`src/rv_isa_pkg.sv`:
```
`default_nettype none

package rv_isa_pkg;

    // data path width
    localparam int xlen = 32;

    // major opcodes, bits [6:0] of every instruction
    localparam logic [6:0] op_reg    = 7'b0110011;
    localparam logic [6:0] op_imm    = 7'b0010011;
    localparam logic [6:0] op_load   = 7'b0000011;
    localparam logic [6:0] op_store  = 7'b0100011;
    localparam logic [6:0] op_branch = 7'b1100011;
    localparam logic [6:0] op_jal    = 7'b1101111;
    localparam logic [6:0] op_jalr   = 7'b1100111;
    localparam logic [6:0] op_lui    = 7'b0110111;
    localparam logic [6:0] op_auipc  = 7'b0010111;
    localparam logic [6:0] op_system = 7'b1110011;

    // coarse instruction class seen by the front end
    typedef enum logic [3:0] {
        cls_alu,
        cls_imm,
        cls_load,
        cls_store,
        cls_branch,
        cls_jal,
        cls_jalr,
        cls_upper,
        cls_system,
        cls_illegal
    } op_class_t;

    // one word, two field layouts
    typedef union packed {
        // I layout, also the raw bit positions for S, B and U
        struct packed {
            logic [11:0] imm12;
            logic [4:0]  rs1;
            logic [2:0]  funct3;
            logic [4:0]  rd;
            logic [6:0]  opcode;
        } i;
        // J layout, scrambled 20-bit offset
        struct packed {
            logic        imm20;
            logic [9:0]  imm10_1;
            logic        imm11;
            logic [7:0]  imm19_12;
            logic [4:0]  rd;
            logic [6:0]  opcode;
        } j;
    } instr_u;

endpackage

`default_nettype wire

```
`src/boot_pkg.sv`:
```
`default_nettype none

package boot_pkg;

    import rv_isa_pkg::*;

    // byte address width of the fetch side
    localparam int addr_w = 32;

    // words in the boot program
    localparam int boot_len = 17;

    // small leaf function, ends in ret
    localparam logic [xlen-1:0] boot_image [boot_len] = '{
        32'hfe010113, // addi sp, sp, -32
        32'h00112e23, // sw   ra, 28(sp)
        32'h00812c23, // sw   s0, 24(sp)
        32'h02010413, // addi s0, sp, 32
        32'h00a00793, // addi a5, zero, 10
        32'hfef42623, // sw   a5, -20(s0)
        32'hfec42703, // lw   a4, -20(s0)
        32'h00a00793, // addi a5, zero, 10
        32'h00f71663, // bne  a4, a5, +12
        32'h00100793, // addi a5, zero, 1
        32'h0080006f, // jal  zero, +8
        32'h00000793, // addi a5, zero, 0 (skipped by the jal)
        32'h00078513, // addi a0, a5, 0
        32'h01c12083, // lw   ra, 28(sp)
        32'h01812403, // lw   s0, 24(sp)
        32'h02010113, // addi sp, sp, 32
        32'h00008067  // jalr zero, 0(ra), the return
    };

endpackage

`default_nettype wire

```
`src/boot_fetch_top.sv`:
```
`timescale 1ns/1ps
`default_nettype none

module boot_fetch_top
    import rv_isa_pkg::*, boot_pkg::*;
#(
    // must hold the whole boot image
    parameter int MEM_WORDS = 32
) (
    input  wire logic               clk,
    input  wire logic               rst,
    input  wire logic               start,
    output logic                    we,
    output logic [addr_w-1:0]       waddr,
    output logic [xlen-1:0]         wdata,
    output logic                    load_done,
    output logic                    instr_valid,
    output logic [addr_w-1:0]       pc,
    output logic [xlen-1:0]         instr,
    output op_class_t               op_class,
    output logic [4:0]              rd,
    output logic [xlen-1:0]         imm,
    output logic                    halt
);

    // read side between control, memory and decoder
    logic              re;
    logic [addr_w-1:0] raddr;
    logic [xlen-1:0]   rdata;
    logic              fetch_valid;
    logic [addr_w-1:0] fetch_pc;
    // decoder feedback for redirect and halt
    logic              is_jal;
    logic              is_jalr;

    program_loader loader_i (
        .clk       (clk),
        .rst       (rst),
        .start     (start),
        .we        (we),
        .waddr     (waddr),
        .wdata     (wdata),
        .load_done (load_done)
    );

    instr_mem #(
        .MEM_WORDS (MEM_WORDS)
    ) mem_i (
        .clk   (clk),
        .we    (we),
        .waddr (waddr),
        .wdata (wdata),
        .re    (re),
        .raddr (raddr),
        .rdata (rdata)
    );

    // decoded pc and valid double as the redirect source
    fetch_ctrl #(
        .MEM_WORDS (MEM_WORDS)
    ) ctrl_i (
        .clk         (clk),
        .rst         (rst),
        .load_done   (load_done),
        .is_jal      (is_jal),
        .is_jalr     (is_jalr),
        .dec_valid   (instr_valid),
        .dec_pc      (pc),
        .imm         (imm),
        .re          (re),
        .raddr       (raddr),
        .fetch_valid (fetch_valid),
        .fetch_pc    (fetch_pc),
        .halt        (halt)
    );

    instr_decode decode_i (
        .clk         (clk),
        .rst         (rst),
        .fetch_valid (fetch_valid),
        .fetch_pc    (fetch_pc),
        .rdata       (rdata),
        .instr_valid (instr_valid),
        .pc          (pc),
        .instr       (instr),
        .op_class    (op_class),
        .rd          (rd),
        .imm         (imm),
        .is_jal      (is_jal),
        .is_jalr     (is_jalr)
    );

endmodule

`default_nettype wire

```
`src/fetch_ctrl.sv`:
```
`timescale 1ns/1ps
`default_nettype none

module fetch_ctrl
    import rv_isa_pkg::*, boot_pkg::*;
#(
    parameter int MEM_WORDS = 32
) (
    input  wire logic               clk,
    input  wire logic               rst,
    input  wire logic               load_done,
    input  wire logic               is_jal,
    input  wire logic               is_jalr,
    input  wire logic               dec_valid,
    input  wire logic [addr_w-1:0]  dec_pc,
    input  wire logic [xlen-1:0]    imm,
    output logic                    re,
    output logic [addr_w-1:0]       raddr,
    output logic                    fetch_valid,
    output logic [addr_w-1:0]       fetch_pc,
    output logic                    halt
);

    // fsm encoding
    localparam logic [1:0] st_idle   = 2'd0;
    localparam logic [1:0] st_fetch  = 2'd1;
    localparam logic [1:0] st_halted = 2'd2;

    // first byte address past the memory
    localparam logic [addr_w-1:0] pc_end = addr_w'(MEM_WORDS * 4);

    logic [1:0]        state;
    // issue slot, the pc being read this cycle
    logic [addr_w-1:0] pc;
    // data slot, the read whose word is on rdata now
    logic              data_valid;
    logic [addr_w-1:0] data_pc;

    logic jal_take;
    logic jalr_take;
    logic squash;
    logic in_range;

    // control transfers only act while fetching
    assign jal_take  = dec_valid && is_jal && (state == st_fetch);
    assign jalr_take = dec_valid && is_jalr && (state == st_fetch);
    // kills both younger fetches
    assign squash    = jal_take || jalr_take;
    assign in_range  = (pc < pc_end);

    always_ff @(posedge clk) begin
        if (rst) begin
            state      <= st_idle;
            pc         <= '0;
            data_valid <= 1'b0;
        end else begin
            // issue slot moves into the data slot unless squashed
            data_valid <= re && !squash;
            case (state)
                st_idle: begin
                    if (load_done) begin
                        state <= st_fetch;
                    end
                end
                st_fetch: begin
                    if (jalr_take) begin
                        // return taken as the end of the program
                        state <= st_halted;
                    end else if (jal_take) begin
                        pc <= dec_pc + imm[addr_w-1:0];
                    end else if (!in_range) begin
                        state <= st_halted;
                    end else begin
                        pc <= pc + 32'd4;
                    end
                end
                default: begin
                    // halted until reset
                    state <= st_halted;
                end
            endcase
        end
    end

    // pc that goes with rdata
    always_ff @(posedge clk) begin
        data_pc <= pc;
    end

    assign re          = (state == st_fetch) && in_range;
    assign raddr       = pc;
    assign fetch_valid = data_valid && !squash;
    assign fetch_pc    = data_pc;
    assign halt        = (state == st_halted);

endmodule

`default_nettype wire

```
`src/instr_decode.sv`:
```
`timescale 1ns/1ps
`default_nettype none

module instr_decode
    import rv_isa_pkg::*, boot_pkg::*;
(
    input  wire logic               clk,
    input  wire logic               rst,
    input  wire logic               fetch_valid,
    input  wire logic [addr_w-1:0]  fetch_pc,
    input  wire logic [xlen-1:0]    rdata,
    output logic                    instr_valid,
    output logic [addr_w-1:0]       pc,
    output logic [xlen-1:0]         instr,
    output op_class_t               op_class,
    output logic [4:0]              rd,
    output logic [xlen-1:0]         imm,
    output logic                    is_jal,
    output logic                    is_jalr
);

    instr_u    word;
    op_class_t cls;
    logic [xlen-1:0] imm_d;
    logic [4:0]      rd_d;

    assign word = rdata;

    // opcode to class, then pick the immediate layout
    always_comb begin
        cls   = cls_illegal;
        imm_d = '0;
        case (word.i.opcode)
            op_reg:    cls = cls_alu;
            op_imm:    cls = cls_imm;
            op_load:   cls = cls_load;
            op_store:  cls = cls_store;
            op_branch: cls = cls_branch;
            op_jal:    cls = cls_jal;
            op_jalr:   cls = cls_jalr;
            op_lui:    cls = cls_upper;
            op_auipc:  cls = cls_upper;
            op_system: cls = cls_system;
            default:   cls = cls_illegal;
        endcase
        case (cls)
            // I format
            cls_imm, cls_load, cls_jalr, cls_system: begin
                imm_d = {{20{word.i.imm12[11]}}, word.i.imm12};
            end
            // S format, low bits sit in the rd slot
            cls_store: begin
                imm_d = {{20{word.i.imm12[11]}}, word.i.imm12[11:5], word.i.rd};
            end
            // B format, bit 11 hides in rd[0]
            cls_branch: begin
                imm_d = {{20{word.i.imm12[11]}}, word.i.rd[0], word.i.imm12[10:5],
                         word.i.rd[4:1], 1'b0};
            end
            // U format, top 20 bits
            cls_upper: begin
                imm_d = {word.i.imm12, word.i.rs1, word.i.funct3, 12'b0};
            end
            // J format from the other view
            cls_jal: begin
                imm_d = {{12{word.j.imm20}}, word.j.imm19_12, word.j.imm11,
                         word.j.imm10_1, 1'b0};
            end
            default: imm_d = '0;
        endcase
        // no destination for these
        if (cls == cls_store || cls == cls_branch || cls == cls_system) begin
            rd_d = 5'd0;
        end else begin
            rd_d = word.i.rd;
        end
    end

    always_ff @(posedge clk) begin
        if (rst) begin
            instr_valid <= 1'b0;
        end else begin
            instr_valid <= fetch_valid;
        end
    end

    // payload held while no live fetch arrives
    always_ff @(posedge clk) begin
        if (fetch_valid) begin
            pc       <= fetch_pc;
            instr    <= rdata;
            op_class <= cls;
            rd       <= rd_d;
            imm      <= imm_d;
            is_jal   <= (cls == cls_jal);
            is_jalr  <= (cls == cls_jalr);
        end
    end

endmodule

`default_nettype wire

```
`src/instr_mem.sv`:
```
`timescale 1ns/1ps
`default_nettype none

module instr_mem
    import rv_isa_pkg::*, boot_pkg::*;
#(
    parameter int MEM_WORDS = 32
) (
    input  wire logic               clk,
    input  wire logic               we,
    input  wire logic [addr_w-1:0]  waddr,
    input  wire logic [xlen-1:0]    wdata,
    input  wire logic               re,
    input  wire logic [addr_w-1:0]  raddr,
    output logic [xlen-1:0]         rdata
);

    // word index bits actually stored
    localparam int idx_w = $clog2(MEM_WORDS);

    logic [xlen-1:0] mem [MEM_WORDS];

    // addresses are byte based, low two bits dropped
    logic wr_hit;
    logic rd_hit;

    assign wr_hit = (waddr[addr_w-1:2] < (addr_w - 2)'(MEM_WORDS));
    assign rd_hit = (raddr[addr_w-1:2] < (addr_w - 2)'(MEM_WORDS));

    // write port, out of range writes dropped
    always_ff @(posedge clk) begin
        if (we && wr_hit) begin
            mem[waddr[idx_w+1:2]] <= wdata;
        end
    end

    // registered read, zero past the end
    always_ff @(posedge clk) begin
        if (re) begin
            rdata <= rd_hit ? mem[raddr[idx_w+1:2]] : '0;
        end
    end

endmodule

`default_nettype wire

```
`src/program_loader.sv`:
```
`timescale 1ns/1ps
`default_nettype none

module program_loader
    import rv_isa_pkg::*, boot_pkg::*;
(
    input  wire logic              clk,
    input  wire logic              rst,
    input  wire logic              start,
    output logic                   we,
    output logic [addr_w-1:0]      waddr,
    output logic [xlen-1:0]        wdata,
    output logic                   load_done
);

    // enough bits to count through the image
    localparam int idx_w = $clog2(boot_len);

    // word index into the image
    logic [idx_w-1:0] idx;
    // high while the copy runs
    logic             busy;
    // current word is the final one
    logic             last;

    assign last = (idx == idx_w'(boot_len - 1));

    always_ff @(posedge clk) begin
        if (rst) begin
            busy      <= 1'b0;
            idx       <= '0;
            load_done <= 1'b0;
        end else begin
            // done is a single cycle strobe
            load_done <= 1'b0;
            if (busy) begin
                if (last) begin
                    busy      <= 1'b0;
                    idx       <= '0;
                    load_done <= 1'b1;
                end else begin
                    idx <= idx + 1'b1;
                end
            end else if (start) begin
                // start only counts when idle
                busy <= 1'b1;
                idx  <= '0;
            end
        end
    end

    // one word per busy cycle
    assign we = busy;

    // byte address is index times four
    assign waddr = addr_w'({idx, 2'b00});

    // image word at the current index
    assign wdata = boot_image[idx];

endmodule

`default_nettype wire

```
`config.mk`:
```
export PLATFORM = sky130hd
export DESIGN_NAME = boot_fetch_top
export DESIGN_NICKNAME = d
export VERILOG_FILES = /design/src/rv_isa_pkg.sv /design/src/boot_pkg.sv /design/src/boot_fetch_top.sv /design/src/fetch_ctrl.sv /design/src/instr_decode.sv /design/src/instr_mem.sv /design/src/program_loader.sv
export SDC_FILE = /design/constraint.sdc
export NUM_CORES = 1
export LEC_CHECK = 0
export BUFFER_PORTS_ARGS = -buffer_cell sky130_fd_sc_hd__buf_2
export CAP_MARGIN = 5
export CELL_PAD_IN_SITES_DETAIL_PLACEMENT = 1
export CELL_PAD_IN_SITES_GLOBAL_PLACEMENT = 1
export CORE_MARGIN = 5
export CORE_UTILIZATION = 57
export CTS_CLUSTER_SIZE = 10
export DETAILED_ROUTE_END_ITERATION = 8
export PLACE_DENSITY = 0.87
export SETUP_SLACK_MARGIN = 0.05
export SYNTH_ARGS = -nofsm -noshare
export SYNTH_HDL_FRONTEND = slang
export SYNTH_SLANG_ARGS = --single-unit
export TNS_END_PERCENT = 1
```
`constraint.sdc`:
```
create_clock -name clk -period 8 [get_ports clk]
set_input_delay 1.2 -clock clk [delete_from_list [all_inputs] [get_ports clk]]
set_output_delay 1.2 -clock clk [all_outputs]
set_load 0.02 [all_outputs]
```
# After elaboration in Yosys (flattened, before gate mapping)
# Memory sizes are Yosys's and may differ from the RTL's. A register that Yosys moved wholly into a read port is not among the register bits.
# Cells that the tools add are included.
# word_totals
ff_bits,182
ramBits,1024
mem_bits_ro,1024
inputBits,3
output_inout_bits,173
word_cells,92
memories,2
# op_classes
addsub,3
order_cmp,4
eq_ne,24
n_mux,20
bitwise,3
n_reduce_logical,21
# mem_list
memory,words,width,read_ports,rd_ports_with_merged_regs,wr,line,source
(name not given),32,32,1,0,0,program_loader.sv:59,assign wdata = boot_image[idx];
mem_i.mem,32,32,1,1,1,instr_mem.sv:21,logic [xlen-1:0] mem [MEM_WORDS];
# op_table
operator,count
32-bit case mux with 5 select lines,1
32-bit two-way mux,4
4-bit case mux with 9 select lines,1
"32-bit by 3-bit adder with 32-bit output, second input constant",1
32-bit adder,1
"32-bit by 8-bit < comparator with 1-bit output, second input constant",1
"30-bit by 6-bit < comparator with 1-bit output, second input constant",1
"7-bit equality test, second input constant",4
"7-bit by 6-bit equality test with 1-bit output, second input constant",3
"4-bit by 3-bit equality test with 1-bit output, second input constant",4
5-bit two-way mux,3
"7-bit by 5-bit equality test with 1-bit output, second input constant",2
"4-bit by 2-bit equality test with 1-bit output, second input constant",2
1-bit logical AND,8
2-bit two-way mux,4
"7-bit by 2-bit equality test with 1-bit output, second input constant",1
"6-bit greater-or-equal comparator, second input constant",1
"5-bit by 6-bit < comparator with 1-bit output, second input constant",1
1-bit two-way mux,6
5-bit inverter with 6-bit output,1
3-bit AND reduction,2
"5-bit by 1-bit adder with 5-bit output, second input constant",1
"5-bit equality test, second input constant",1
"4-bit by 1-bit equality test with 1-bit output, second input constant",1
14 further kinds,20

# Logic depth before layout (Yosys ltp)
# Gate-level depths: netlist of the first run.
# depth
depth_word,6
mapped_depth,10
ltp_nobuf,10

# Cells and area by module
# A second synthesis of the first run with hierarchy kept.
# unflattened
cells_unflattened,2740
area_unflattened_um2,49508.7
# by_module_without_submodules
mod,instances,cells_each,area_each_um2,seq_area_each_um2
instr_mem,1,1918,40636.5,31710.4
instr_decode,1,237,4066.4,3233.1
fetch_ctrl,1,441,3736.1,1341.3
program_loader,1,144,1069.8,140.1

# Least setup slack after synthesis of the first run
# Ideal clock, no wire load.
# synth_path
path_type,register to output
startpoint,register loader_i.idx[0]
endpoint,output port wdata[27]
t_arrival_ns,3.741
t_required_ns,6.800
path_slack_ns,3.059
path_stages_with_launch,8
n_path_buf,3
path_cell_list,dfxtp_1 -> clkbuf_1 -> inv_1 -> ha_1 -> clkbuf_1 -> mux2i_1 -> nor3_1 -> buf_4
# synth_via
elab_chain_len,4
# synth_rtl
item,line,source
from (decl),program_loader.sv:20,logic [idx_w-1:0] idx;
from (signal assigned),program_loader.sv:42,idx <= idx + 1'b1;
5-bit inverter with 6-bit output (implied by the code),program_loader.sv:59,
memory 32 x 32 bit,-,
32-bit two-way mux (implied by the code) (2 in a row),program_loader.sv:59,
to (decl),boot_fetch_top.sv:15,"output logic [xlen-1:0] wdata,"
# Every way passes these cells. The select of a mux whose other input is x is not followed.

# Final worst setup path of the first run
# layout_path
startpoint,register loader_i.idx[1]
endpoint,output port wdata[5]
# Same word-level chain as after synthesis.

==> run summary, run 1 <==
Status: complete, no violations
Router iterations before antenna repair: 6
Library cells used by synthesis: 71
# fillers: 5407
Worst-path cell chain: ha_1 -> nor2_1 -> o21bai_2 -> o21bai_2 -> buf_4 -> buf_2
Final net count: 2169
Cts bufs inserted: 103
Synth Register Bits: 924
Setup crit end kind: output port
Final worst slack: 3190 ps
Min-delay worst type: flip-flop to flip-flop
CTS max path bufs: 3
Die Height: 265 um
Die area: 0.0700 mm^2
Max-Cap Viols: 0
Worst Tran Pin Value: 1260 ps
Maximum VDD drop: 0.000239 V
Post-CTS sizing: 0
DPL Wire Length: 61900 um
Grt ovf: 0
Rows: 93
Clk slew on worst S/H paths: 60 ps
First DRT Iteration DRCs: 2506
Max Clk Rate: 0.208 GHz
Total power: 9.69 mW
Routed wire length per instance: 34.6 um
# port buffers: 142
Most common cell after layout, fill and taps aside: edfxtp_1
H-tree levels: 3
Required @ worst endpoint: 6800 ps
Placer congestion estimate: 0.928
Core area: 0.0643 mm^2
Pre-CTS worst setup slack: 3630 ps
Flop2flop setup slack: 4230 ps
Dpl cell area: 0.0388 mm^2
Final wirelength: 105000 um
Avg Inst Size Synth: 19.1 um^2
Fin crit period: 4810 ps
Area grow syn2layout: 12.9%
Leakage Power: 13.4 nW
Crit path DAT: 3610 ps
Sequential cell area fraction in the yosys report: 0.730
Number of global-route vias before repair: 21.6k
Pins Over Slew Limit: 0
Dpl cells: 2877
First-pass GRT wire length: 152000 um
Number of synthesized flops with an enable pin: 849
Final ANT Viol Nets: 0
Post-route cell area: 0.0417 mm^2
Root Driver: clkbuf_16
Setup bufs post-CTS: 0
Asr flop ratio synth: 0
Endpoints failing hold: 0
Synth Instances: 1936
Largest net degree at the start of global routing: 98
Cts hold-fix bufs: 0
Startpoint class of the critical path: flip-flop
M1 wire length: 36700 um
CP max stage delay: 950 ps
Slowest CP cell: o21bai_2
RSZ-0062 raised after global routing: false
Met3 wire len: 9860 um
Crit path max fanout: 34
DRC viols: 0
Clock Latency Late Sink: 680 ps
Uppermost layer routed: met4
Setup TNS: 0 ps
Relative slew margins: 0.158
Vias per Instance: 6.75
Share of cells above drive strength 1: 0.288
Reg2reg end: ctrl_i.raddr[27]
Worst r2r src: ctrl_i.raddr[31]
Clock Skew: 34.5 ps
GRT Total Usage: 0.298
Initial Util: 0.574
Ys flop type: edfxtp_1
Power Density: 232 mW/mm^2
Detailed-route via count: 20.5k
Final setup violation count: 0
Finished Core Util: 0.648
Worst setup path end: wdata[5]
Critical path class: flip-flop to output port
Crit path from: loader_i.idx[1]
Clk sinks: 924
Fin cells: 3043
Worst r2r path cells: 9
Crit path top cell by count: o21bai_2
Most frequent cells in the layout: 849 x edfxtp_1, 230 x mux4_2, 142 x buf_2, 104 x clkbuf_16, 88 x nor2_1
WHS: 357 ps
Initial antenna violation count: 1
Post-route clock period utilization: 0.601
Met2 WL: 53600 um
CTS tree: yes
Die width: 265 um
# IOs: 176
Synthesized area: 0.0370 mm^2
Yosys warns: 0
==> report_power, final <==
part | total (mW) | internal [mW] | switching, mW
clock network | 4.26 | 2.42 | 1.84
registers | 5.27 | 5.26 | 0.00639
logic | 0.163 | 0.0366 | 0.126
total | 9.69 | 7.71 | 1.97
==> metal layers <==
layer | track usage | vias up
met4 | 0.134 | 0
met2 | 0.502 | 1368
met5 | 0 | -
met1 | 0.377 | 10773
met3 | 0.0628 | 280
li1 | - | 8106
==> cell type report <==
class                      count  area (um^2)  area share
clock buffer                 154         2790      0.0669
antenna                        1         2.50   0.0000600
clock inverter                10          129     0.00309
sequential                   924        27000       0.647
tap                          855         1070      0.0256
multi-input combinational    870         9430       0.226
timing repair buffer         209         1230      0.0294
inverter                      20         75.1     0.00180
==> cell families after synthesis <==
group           share of synthesized area
other cells                      0.000203
mux                                 0.149
xor+xnor                          0.00640
compound gates                     0.0366
buf+inv                            0.0247
simple gates                       0.0398
flops                               0.730
fa+ha+maj                          0.0131
==> synth_stat cells (9+ instances only) <==
master / count / area [um^2]
nor3_1: 28 / 140
o21ai_0: 43 / 215
buf_1: 9 / 33.8
a21o_1: 23 / 173
edfxtp_1: 849 / 25500
nand3_1: 18 / 90.1
a21oi_1: 59 / 295
inv_1: 20 / 75.1
dfxtp_1: 75 / 1500
and2_1: 10 / 62.6
xnor2_1: 13 / 114
clkbuf_1: 68 / 255
xor2_1: 14 / 123
buf_2: 16 / 80.1
nand2_1: 61 / 229
mux4_2: 230 / 5180
ha_1: 37 / 463
buf_4: 55 / 413
a211oi_1: 13 / 97.6
nor2b_1: 11 / 68.8
mux2i_1: 32 / 320
nand4_1: 12 / 75.1
nor2_1: 123 / 462
==> worst min-delay path by stage <==
stage | start | end | slack, ps | depth (start not counted)
2_1_floorplan | ctrl_i.raddr[4] | ctrl_i.fetch_pc[4] | 330 | 0
3_3_place_gp | ctrl_i.raddr[0] | ctrl_i.fetch_pc[0] | 340 | 0
3_5_place_dp | ctrl_i.raddr[1] | ctrl_i.fetch_pc[1] | 350 | 0
4_1_cts | ctrl_i.raddr[1] | ctrl_i.fetch_pc[1] | 360 | 0
5_1_grt | ctrl_i.raddr[1] | ctrl_i.fetch_pc[1] | 370 | 0
6_report | ctrl_i.raddr[1] | ctrl_i.fetch_pc[1] | 360 | 0
==> state kept, by name (all words and copies together), names as in the netlist <==
| register | cells |
|---|---|
| ctrl_i.data_valid | 1 |
| ctrl_i.fetch_pc | 32 |
| ctrl_i.raddr | 32 |
| ctrl_i.state | 2 |
| decode_i.imm | 22 |
| decode_i.instr | 24 |
| decode_i.instr_valid | 1 |
| decode_i.is_jal | 1 |
| decode_i.is_jalr | 1 |
| decode_i.op_class | 4 |
| decode_i.pc | 32 |
| decode_i.rd | 5 |
| loader_i.idx | 5 |
| loader_i.load_done | 1 |
| loader_i.we | 1 |
| mem_i.mem | 736 |
| mem_i.rdata | 24 |
==> critical path: cells and delay by family (launching register included) <==
family | cells | cell delay [ps]
AOI/OAI and AO/OA | 2 | 1240
DFF | 1 | 550
adders and majority gates | 1 | 410
and+or+nand+nor | 1 | 160
buffers and inverters | 2 | 560
Note: power is estimated with default switching activity, not from simulation.
==> run 2: changes to the inputs <==
Settings changed: CORE_UTILIZATION 57 to 48, PLACE_DENSITY 0.87 to 0.78.
Clock period 8 ns to 4.4 ns, I/O delays scaled along.
==> run 2 against run 1 <==
  * Total power grew 81%
  * Via count decreased by 3.5%
  * Combinational power grew 83%
  * Hold slack got worse by 6.2 ps
  * Critical path type unchanged
  * Largest cell class unchanged
  * Largest power group unchanged
  * Highest routed layer is now met5
==> run summary, run 2 (synthesized netlist as in run 1, its figures left out) <==
Status: complete, no violations
Share of cells above drive strength 1: 0.299 (+0.0106)
Hold Crit Depth: 0 (unchanged)
# fillers: 6761 (+25%)
Rows: 101 (+8.6%)
Endpoints failing hold: 0 (unchanged)
Layer with the highest usage: met2
Final net count: 2194 (+1.2%)
Min-delay worst type: flip-flop to flip-flop
Largest net degree at the start of global routing: 77 (-21%)
Dpl cell area: 0.0393 mm^2 (+1.4%)
Met1 GRT Util: 0.310 (-0.0674)
DPL Wire Length: 63600 um (+2.7%)
Leakage Power: 13.6 nW (+1.2%)
Number of global-route vias before repair: 20.9k (-3.1%)
Area grow syn2layout: 14.3%
Initial antenna violation count: 3 (+2)
Vias per Instance: 6.12 (-9.2%)
Max reg flops: 736 (unchanged)
Final setup violation count: 0 (unchanged)
Root Driver: clkbuf_16
Final ANT Viol Nets: 0 (unchanged)
Clock Latency Late Sink: 680 ps (about the same)
Required @ worst endpoint: 3740 ps (-3060 ps)
CTS max path bufs: 3 (unchanged)
Pins Over Slew Limit: 0 (unchanged)
Post-route clock period utilization: 0.899
Final worst slack: 443 ps (-2750 ps)
CTS tree: yes
Die width: 287 um (+8.6%)
Cts hold-fix bufs: 0 (unchanged)
CP max stage delay: 580 ps (-370 ps)
DRC viols: 0 (unchanged)
Worst r2r path cells: 4 (-5)
Final wirelength: 101000 um (-4.0%)
Router iterations before antenna repair: 5 (-1)
Initial Util: 0.485 (-0.0893)
Routed wire length per instance: 31.3 um (-9.6%)
Setup crit end kind: output port
Fin cells: 3233 (+6.2%)
Crit path DAT: 3300 ps (-310 ps)
Detailed-route via count: 19.8k (-3.5%)
Startpoint class of the critical path: flip-flop
Slowest CP cell: dfxtp_1
Cts bufs inserted: 104 (+0.97%)
GRT Total Usage: 0.245 (-0.0529)
Fin crit period: 3960 ps
Post-CTS sizing: 0 (unchanged)
Clk sinks: 924 (unchanged)
# IOs: 176 (unchanged)
Crit path top cell by count: inv_1
Crit path max fanout: 33 (-2.9%)
First-pass GRT wire length: 146000 um (-3.9%)
Met2 usage: 0.412 (-0.0906)
Dpl cells: 3077 (+7.0%)
H-tree levels: 3 (unchanged)
First DRT Iteration DRCs: 2018 (-19%)
Worst Tran Pin Value: 1120 ps (-141 ps)
Worst-path cell chain: inv_1 -> ha_1 -> inv_1 -> o21ai_0 -> a21oi_1 -> nor2_2 -> buf_4 -> buf_2
Power Density: 415 mW/mm^2 (+79%)
Max-Cap Viols: 0 (unchanged)
Relative slew margins: 0.255 (+0.0971)
Diode count: 0 (-1)
Max Clk Rate: 0.253 GHz
Post-route cell area: 0.0422 mm^2 (+1.2%)
Die area: 0.0826 mm^2 (+18%)
RSZ-0062 raised after global routing: false
WHS: 350 ps (-6.17 ps)
# port buffers: 142 (unchanged)
Core area: 0.0762 mm^2 (+18%)
Met3 usage: 0.0628 (about the same)
Die Height: 287 um (+8.6%)
Setup TNS: 0 ps (unchanged)
Clock Skew: 41.9 ps (+7.45 ps)
Pre-CTS worst setup slack: 1260 ps (-2360 ps)
Most common cell after layout, fill and taps aside: edfxtp_1
Clk slew on worst S/H paths: 60 ps (about the same)
Placer congestion estimate: 0.888 (-4.2%)
Setup bufs post-CTS: 0 (unchanged)
Maximum VDD drop: 0.000351 V (+47%)
Critical path class: flip-flop to output port
Most frequent cells in the layout: 849 x edfxtp_1, 230 x mux4_2, 142 x buf_2, 105 x clkbuf_16, 88 x nor2_1
Grt ovf: 0 (unchanged)
-- run 2: changes by cell type in the layout (fill, tap and decap cells not counted), moves of 2 or more --
cell,change
buf_12,+12
buf_4,+12
clkbuf_1,-10
clkinv_2,+3
nor3_2,+3
nor3_4,-3
a21oi_2,+2
a21oi_4,-2
clkinv_1,-2
clkinv_16,+2
clkinv_8,-2
nor2_2,+2
nor2_4,-2
-- run 2: worst paths after layout --
path              slack, ps            endpoint            start
setup / recovery        440           wdata[22]  loader_i.idx[0]
hold / removal          350  ctrl_i.fetch_pc[1]  ctrl_i.raddr[1]
setup reg to reg       1130    mem_i.mem[26][4]  loader_i.idx[3]
hold reg to reg         350  ctrl_i.fetch_pc[1]  ctrl_i.raddr[1]
-- run 2: critical path, delay by kind of cell (launching register included) --
kind | cells | cell delay [ps]
buf+inv | 4 | 990
compound gates | 2 | 310
simple gates | 1 | 140
flops | 1 | 580
fa+ha+maj | 1 | 580
-- run 2: power by group --
part / leakage (nW) / switching (mW) / internal (mW)
Combinational: 3.96 / 0.230 / 0.0691
Sequential: 8.23 / 0.00959 / 9.57
Clock: 1.41 / 3.28 / 4.36
Total: 13.6 / 3.52 / 14.0
-- run 2: cell type report --
class                   count  area [um^2]  area share
clock buffers             146         2790      0.0661
multi-input cells         870         9380       0.222
repair buffers            233         1560      0.0369
well taps                1030         1290      0.0305
flip-flops and latches    924        27000       0.639
inverters                  20         75.1     0.00178
clock inverters            10          134     0.00317
-- run 2: through the flow --
step | utilization | power (mW)
after floorplan | - | 9.95
after global placement | 0.516 | 10.0
after detailed placement | 0.516 | 10.1
after CTS | 0.554 | 17.6
after global routing | 0.554 | 18.1
final | 0.554 | 17.5
-- run 2: per-layer routing --
layer | vias to the layer above | wire [um]
met5 | - | 31
met4 | 4 | 4500
met3 | 250 | 8710
met2 | 996 | 50400
met1 | 10387 | 37400
li1 | 8162 | -
